`src/rtl/fetch_pkg.sv`:
```
`default_nettype none

package fetch_pkg;

  // Instructions per fetch block
  localparam int NUM_SUPER = 2;

  // Address slicing, 8 bytes per line
  localparam int OFFSET_W = 3;
  localparam int IDX_W    = 5;
  localparam int TAG_W    = 8;

  localparam int IDX_LO      = OFFSET_W;          // Index is pc[7:3]
  localparam int TAG_LO      = OFFSET_W + IDX_W;  // Tag is pc[15:8]
  localparam int NUM_LINES   = 1 << IDX_W;
  localparam int BLOCK_BYTES = 1 << OFFSET_W;

  typedef logic [63:0] addr_t;
  typedef logic [31:0] inst_t;
  typedef logic [63:0] line_t;
  typedef logic [3:0]  mem_tag_t;  // Zero means no transaction

  // Memory command encoding
  typedef enum logic [1:0] {
    BUS_NONE  = 2'h0,
    BUS_LOAD  = 2'h1,
    BUS_STORE = 2'h2
  } bus_cmd_e;

  typedef enum logic [1:0] {
    MISS_IDLE,
    MISS_REQUEST,
    MISS_WAIT_DATA
  } miss_state_e;

  // Lane 0 holds the lower word of the line
  typedef struct packed {
    addr_t                 pc;
    inst_t [NUM_SUPER-1:0] inst;
    logic  [NUM_SUPER-1:0] lane_valid;
  } fetch_block_t;

  function automatic addr_t block_align(addr_t a);
    return {a[63:OFFSET_W], {OFFSET_W{1'b0}}};
  endfunction

endpackage

`default_nettype wire

```
`src/rtl/fetch_buffer.sv`:
```
`default_nettype none

module fetch_buffer import fetch_pkg::*; #(
  parameter int FB_DEPTH = 8
) (
  input  logic         clock,
  input  logic         rst,
  input  logic         push,
  input  addr_t        push_pc,
  input  line_t        push_line,
  input  logic         flush,
  input  logic         take,
  output logic         full,
  output logic         out_valid,
  output fetch_block_t out_block
);

  localparam int PTR_W = $clog2(FB_DEPTH);

  fetch_block_t entries [FB_DEPTH];

  logic [PTR_W-1:0] head;
  logic [PTR_W-1:0] tail;
  logic [PTR_W:0]   count;

  fetch_block_t push_block;
  logic         pop;

  // Word offset of pc decides which lanes are live
  always_comb begin
    push_block.pc = block_align(push_pc);
    for (int i = 0; i < NUM_SUPER; i++) begin
      push_block.inst[i]       = push_line[i*32 +: 32];
      push_block.lane_valid[i] = (i >= int'(push_pc[OFFSET_W-1:2]));
    end
  end

  assign out_valid = (count != '0);
  assign full      = (count == (PTR_W+1)'(FB_DEPTH));
  assign pop       = take && out_valid;  // take ignored when empty

  assign out_block = entries[head];

  always_ff @(posedge clock) begin
    if (rst || flush) begin
      head  <= '0;
      tail  <= '0;
      count <= '0;
    end else begin
      if (push) begin
        tail <= tail + 1'b1;
      end
      if (pop) begin
        head <= head + 1'b1;
      end
      case ({push, pop})
        2'b10:   count <= count + 1'b1;
        2'b01:   count <= count - 1'b1;
        default: count <= count;
      endcase
    end
  end

  // Payload storage
  always_ff @(posedge clock) begin
    if (push && !flush) begin
      entries[tail] <= push_block;
    end
  end

  // Upstream must hold off while full
  a_no_push_when_full: assert property (
    @(posedge clock) disable iff (rst)
    push |-> !full
  );

endmodule

`default_nettype wire

```
`src/rtl/fetch_front_end.sv`:
```
`default_nettype none

module fetch_front_end import fetch_pkg::*; #(
  parameter int    FB_DEPTH = 8,
  parameter addr_t RESET_PC = '0
) (
  input  logic         clock,
  input  logic         rst,
  input  mem_tag_t     mem2proc_response,  // Nonzero accepts the command
  input  line_t        mem2proc_data,
  input  mem_tag_t     mem2proc_tag,       // Marks returning data
  input  logic         redirect_en,
  input  addr_t        redirect_pc,
  input  logic         take,
  output bus_cmd_e     proc2mem_command,
  output addr_t        proc2mem_addr,
  output logic         out_valid,
  output fetch_block_t out_block
);

  addr_t pc;
  logic  hit;
  line_t line;
  logic  advance;
  logic  full;
  logic  fill_en;
  addr_t fill_pc;

  fetch_pc #(
    .RESET_PC (RESET_PC)
  ) fetch_pc_0 (
    .clock       (clock),
    .rst         (rst),
    .advance     (advance),
    .redirect_en (redirect_en),
    .redirect_pc (redirect_pc),
    .pc          (pc)
  );

  icache_mem icache_mem_0 (
    .clock   (clock),
    .rst     (rst),
    .rd_pc   (pc),
    .wr_en   (fill_en),
    .wr_pc   (fill_pc),
    .wr_line (mem2proc_data),
    .hit     (hit),
    .rd_line (line)
  );

  icache_miss_fsm miss_fsm_0 (
    .clock             (clock),
    .rst               (rst),
    .pc                (pc),
    .hit               (hit),
    .full              (full),
    .redirect_en       (redirect_en),
    .mem2proc_response (mem2proc_response),
    .mem2proc_tag      (mem2proc_tag),
    .advance           (advance),
    .proc2mem_command  (proc2mem_command),
    .proc2mem_addr     (proc2mem_addr),
    .fill_en           (fill_en),
    .fill_pc           (fill_pc)
  );

  fetch_buffer #(
    .FB_DEPTH (FB_DEPTH)
  ) fetch_buffer_0 (
    .clock     (clock),
    .rst       (rst),
    .push      (advance),
    .push_pc   (pc),
    .push_line (line),
    .flush     (redirect_en),
    .take      (take),
    .full      (full),
    .out_valid (out_valid),
    .out_block (out_block)
  );

endmodule

`default_nettype wire

```
`src/rtl/fetch_pc.sv`:
```
`default_nettype none

module fetch_pc import fetch_pkg::*; #(
  parameter addr_t RESET_PC = '0
) (
  input  logic  clock,
  input  logic  rst,
  input  logic  advance,
  input  logic  redirect_en,
  input  addr_t redirect_pc,
  output addr_t pc
);

  addr_t next_pc;

  // Always lands on an aligned block, even after an odd-word redirect
  assign next_pc = block_align(pc) + addr_t'(BLOCK_BYTES);

  always_ff @(posedge clock) begin
    if (rst) begin
      pc <= RESET_PC;
    end else if (redirect_en) begin
      pc <= redirect_pc;  // Redirect wins over step
    end else if (advance) begin
      pc <= next_pc;
    end
  end

endmodule

`default_nettype wire

```
`src/rtl/icache_mem.sv`:
```
`default_nettype none

module icache_mem import fetch_pkg::*; (
  input  logic  clock,
  input  logic  rst,
  input  addr_t rd_pc,
  input  logic  wr_en,
  input  addr_t wr_pc,
  input  line_t wr_line,
  output logic  hit,
  output line_t rd_line
);

  logic [NUM_LINES-1:0] valid;
  logic [TAG_W-1:0]     tags  [NUM_LINES];
  line_t                lines [NUM_LINES];

  logic [IDX_W-1:0] rd_idx;
  logic [IDX_W-1:0] wr_idx;
  logic [TAG_W-1:0] rd_tag;
  logic [TAG_W-1:0] wr_tag;

  assign rd_idx = rd_pc[IDX_LO +: IDX_W];
  assign rd_tag = rd_pc[TAG_LO +: TAG_W];
  assign wr_idx = wr_pc[IDX_LO +: IDX_W];
  assign wr_tag = wr_pc[TAG_LO +: TAG_W];

  // Valid bits
  always_ff @(posedge clock) begin
    if (rst) begin
      valid <= '0;
    end else if (wr_en) begin
      valid[wr_idx] <= 1'b1;
    end
  end

  // Fill write, tag and line together
  always_ff @(posedge clock) begin
    if (wr_en) begin
      tags[wr_idx]  <= wr_tag;
      lines[wr_idx] <= wr_line;
    end
  end

  // Combinational lookup
  assign hit     = valid[rd_idx] && (tags[rd_idx] == rd_tag);
  assign rd_line = lines[rd_idx];

endmodule

`default_nettype wire

```
`src/rtl/icache_miss_fsm.sv`:
```
`default_nettype none

module icache_miss_fsm import fetch_pkg::*; (
  input  logic     clock,
  input  logic     rst,
  input  addr_t    pc,
  input  logic     hit,
  input  logic     full,
  input  logic     redirect_en,
  input  mem_tag_t mem2proc_response,
  input  mem_tag_t mem2proc_tag,
  output logic     advance,
  output bus_cmd_e proc2mem_command,
  output addr_t    proc2mem_addr,
  output logic     fill_en,
  output addr_t    fill_pc
);

  miss_state_e state;
  miss_state_e state_nxt;
  addr_t       miss_pc;   // Block address of the missing line
  mem_tag_t    pend_tag;

  logic start_fill;
  logic accepted;
  logic tag_match;

  assign advance    = hit && !full && !redirect_en;
  assign start_fill = !hit && !full && !redirect_en;

  assign accepted  = (state == MISS_REQUEST) && (mem2proc_response != '0);
  assign tag_match = (mem2proc_tag == pend_tag);

  always_comb begin
    state_nxt = state;
    case (state)
      MISS_IDLE: begin
        if (start_fill) state_nxt = MISS_REQUEST;
      end
      MISS_REQUEST: begin
        if (accepted) state_nxt = MISS_WAIT_DATA;
      end
      MISS_WAIT_DATA: begin
        // A redirect does not cancel the fill
        if (tag_match) state_nxt = MISS_IDLE;
      end
      default: state_nxt = MISS_IDLE;
    endcase
  end

  always_ff @(posedge clock) begin
    if (rst) begin
      state    <= MISS_IDLE;
      pend_tag <= '0;
    end else begin
      state <= state_nxt;
      if (accepted) begin
        pend_tag <= mem2proc_response;
      end
    end
  end

  always_ff @(posedge clock) begin
    if (state == MISS_IDLE && start_fill) begin
      miss_pc <= block_align(pc);
    end
  end

  // Load held as a level until accepted
  assign proc2mem_command = (state == MISS_REQUEST) ? BUS_LOAD : BUS_NONE;
  assign proc2mem_addr    = (state == MISS_REQUEST) ? miss_pc : '0;

  assign fill_en = (state == MISS_WAIT_DATA) && tag_match;
  assign fill_pc = miss_pc;

  a_pend_tag_nonzero: assert property (
    @(posedge clock) disable iff (rst)
    state == MISS_WAIT_DATA |-> pend_tag != '0
  );

  // One transaction in flight
  a_cmd_drops_after_accept: assert property (
    @(posedge clock) disable iff (rst)
    proc2mem_command == BUS_LOAD && mem2proc_response != '0
      |=> proc2mem_command == BUS_NONE
  );

endmodule

`default_nettype wire

```
`config.mk`:
```
export PLATFORM = sky130hd
export DESIGN_NAME = fetch_front_end
export DESIGN_NICKNAME = d
export VERILOG_FILES = /design/src/rtl/fetch_pkg.sv /design/src/rtl/fetch_buffer.sv /design/src/rtl/fetch_front_end.sv /design/src/rtl/fetch_pc.sv /design/src/rtl/icache_mem.sv /design/src/rtl/icache_miss_fsm.sv
export SDC_FILE = /design/constraint.sdc
export NUM_CORES = 2
export LEC_CHECK = 0
export BUFFER_PORTS_ARGS = -buffer_cell sky130_fd_sc_hd__buf_4
export CAP_MARGIN = 20
export CORE_ASPECT_RATIO = 1.4
export CORE_MARGIN = 8
export CORE_UTILIZATION = 45
export CTS_CLUSTER_SIZE = 40
export DETAILED_ROUTE_END_ITERATION = 7
export PLACE_DENSITY_LB_ADDON = 0.12
export SETUP_SLACK_MARGIN = 0.02
export SLEW_MARGIN = 20
export SYNTH_ARGS = -nofsm -noshare
export SYNTH_HDL_FRONTEND = slang
export SYNTH_SLANG_ARGS = --single-unit
```
`constraint.sdc`:
```
create_clock -name clock -period 13.4 [get_ports clock]
set_clock_uncertainty 0.1 [all_clocks]
set_input_delay 2.68 -clock clock [delete_from_list [all_inputs] [get_ports clock]]
set_output_delay 2.68 -clock clock [all_outputs]
set_load 0.05 [all_outputs]
```
==> results_dict.tcl <==
set metrics [dict create \
    cpMostUsedCell "buf_4" \
    cts_buffers 341 \
    syn_area_per_cell_um2 22.8 \
    ys_types 63 \
    drt_first_iter_violations 6290 \
    synth_edf_count 3373 \
    synth_seq_cells 3491 \
    hold_viol_final 0 \
    drv_slew 0 \
    design_area_um2 152000 \
    clkSlewWorstSetupHoldPaths_ps 70 \
    cellPowerDensity_nw_per_um2 148 \
    via_per_inst 5.98 \
    die_area_um2 315000 \
    end_kind "flip-flop" \
    nNetsFinal 6497 \
    vias 63000 \
    drc 0 \
    start_kind "flip-flop" \
    wl_um 342000 \
    grt_pass1_vias 65800 \
    dp_slack_ps 5480 \
    yosysWarnings 0 \
    num-fill-cells 23400 \
    finalSetupTns_ps 0 \
    insertion_delay_ps 900 \
    grt_overflow 0 \
    final_util_pct 51.4 \
    final_common_cell "edfxtp_1" \
    grt_util_all_layers_pct 21.4 \
    wl_per_cell_um 32.5 \
    clk_path_buf_depth 4 \
    final.setup.worst_slack_ps 5670 \
    ant_nets 0 \
    cp.required_ps 13770 \
    maxCapViolCount 0 \
    layout-drive-gt1-share_pct 31.7 \
    synth_cells 5860 \
    ir_worst_vdd_mv 0.139 \
    max_stage_delay_ps 810 \
    worst_pin_slew_ps 1210 \
    gp_congestion 0.779 \
    worstSetupPathType "flip-flop to flip-flop" \
    ys.flop_type "edfxtp_1" \
    placed_area_um2 141000 \
    firstDrtPassIters 7 \
    grt_max_degree 151 \
    finalCritPeriodShare_pct 57.7 \
    cts_root_buffer "clkbuf_16" \
    leakage_uw 0.0467 \
    cts_tree "done" \
    rsz0062_at_grt "no" \
    core_region_area_um2 295000 \
    critPathBufInv 5 \
    dieWidth_um 476 \
    synthToLayoutAreaGrowth_pct 13.7 \
    synth_area_um2 134000 \
    path_delay_family "buffers and inverters" \
    io_buffers 326 \
    cp_cell_sequence "buf_4 > buf_4 > mux4_2 > mux2i_1 > o22ai_1 > nor3_1 > xnor2_1 > or3b_2 > nor4_2 > buf_4 > nand3b_1 > nor2_4 > buf_4 > buf_4" \
    critPathMaxFanout 48 \
    grt_pass1_wl_um 489000 \
    cts_hold_buf 0 \
    clock-sinks 3491 \
    maxSlewHeadroom_pct 19.2 \
    async_flop_share_pct 0 \
    layout_common_cells "edfxtp_1, mux4_2, buf_4" \
    cts-resized-gates 0 \
    status "completed" \
    ys_seq_area_share_pct 77.6 \
    antenna_found_initial 32 \
    min_period_ps 7730 \
    ioPinCount 337 \
    slowest_stage "dfxtp_4" \
    rows 236 \
    setup_viol 0 \
    htreeDepth 5 \
    hold_path_class "flip-flop to flip-flop" \
    die_h_um 660 \
    hpwl_um 182000 \
    max_freq_mhz 129 \
    initial_core_util_pct 45.2 \
    worstPathArrival_ps 8090 \
    post_cts_buffers 0 \
]
-- per-layer routing --
layer | vias up | track usage [%] | share of wire, %
met1 | 34800 | 29.8 | 42
met4 | 18 | 4.30 | 2.0
met3 | 466 | 3.43 | 6.3
met5 | - | 0 | 0.031
met2 | 2028 | 36.2 | 50
li1 | 25700 | - | -
-- synth_stat cells, types with 7 or more instances --
cell type,number,area (um^2)
xnor2_1,13,114
o31ai_1,17,128
buf_2,16,80.1
or3_1,8,50.1
mux2_2,156,1760
o21ai_0,9,45.0
nor3_1,19,95.1
nand2b_1,9,56.3
a311oi_1,28,245
o21ba_2,7,70.1
or4_1,15,113
clkbuf_1,209,785
or2_0,9,56.3
and2_1,70,438
a21oi_1,17,85.1
mux4_2,946,21300
a211oi_1,14,105
nor2_1,172,646
and3_1,14,87.6
nor4_1,21,131
dfxtp_1,118,2360
nor2b_1,10,62.6
mux2i_1,54,541
nor4b_1,22,193
nand2_1,186,698
nand3b_1,9,67.6
a22oi_1,19,143
and4_1,8,70.1
inv_1,36,135
nand3_1,43,215
buf_4,13,97.6
edfxtp_1,3373,101000
buf_1,87,327
nand4_1,23,144
a2111oi_0,27,236
-- where the power goes --
group,internal [uW],switching [uW]
logic,389,606
clock network,5290,3990
registers,12100,100
-- stage by stage --
stage | power, uW | hold WS, ps | std cells
finish | 22400 | 367 | 10500
global route | 23100 | 401 | 10500
floorplan | 13000 | 335 | 5866
global placement | 13400 | 344 | 9930
detailed placement | 13400 | 358 | 9931
CTS | 22700 | 372 | 10500
-- logic make-up (layout without fill, tap and decap cells) --
group | Yosys count | in the layout | share of synthesized area (%)
AND/OR/NAND/NOR | 651 | 651 | 2.42
adder cells (fa/ha/maj) | 7 | 7 | 0.0712
buffers and inverters | 364 | 1093 | 1.08
flip-flops | 3491 | 3491 | 77.6
XOR/XNOR | 18 | 18 | 0.118
multiplexers | 1156 | 1156 | 17.7
other | 2 | 21 | 0.00562
AO/OA/AOI/OAI | 171 | 171 | 0.998
-- sequential cells by signal (all words and copies together) (netlist names), named ones only --
signal                  count
icache_mem_0.valid         32
miss_fsm_0.pend_tag         4
miss_fsm_0.fill_pc         61
icache_mem_0.lines       2048
fetch_buffer_0.head         3
icache_mem_0.tags         256
fetch_buffer_0.count        4
fetch_pc_0.pc              62
fetch_buffer_0.entries   1008
miss_fsm_0.state            2
fetch_buffer_0.tail         3
-- layout make-up --
cell class | instances | area [um^2] | area share [%]
flip-flops and latches | 3491 | 104000 | 68.3
clock inverters | 164 | 1450 | 0.956
repair buffers | 467 | 3740 | 2.46
diodes | 13 | 32.5 | 0.0214
clock buffers | 424 | 9120 | 6.01
inverters | 38 | 150 | 0.0989
multi-input cells | 2011 | 28800 | 18.9
well taps | 3927 | 4910 | 3.24
-- worst min-delay path, stage by stage (launching register included) --
cell and delay (ps):
dfxtp_1 320, nor2_1 50, nor2_1 70
-- path summary, 6_finish.rpt --
| kind | startpoint | to | slack, ps | depth (start not counted) |
|---|---|---|---|---|
| setup / recovery | flip-flop | fetch_buffer_0.entries[6][38] | 5670 | 14 |
| hold / removal | icache_mem_0.valid[27] | icache_mem_0.valid[27] | 370 | 2 |
| setup reg to reg | flip-flop | fetch_buffer_0.entries[6][38] | 5670 | 14 |
| hold reg to reg | icache_mem_0.valid[27] | icache_mem_0.valid[27] | 370 | 2 |
No activity file was read; power rests on OpenSTA's default activity.
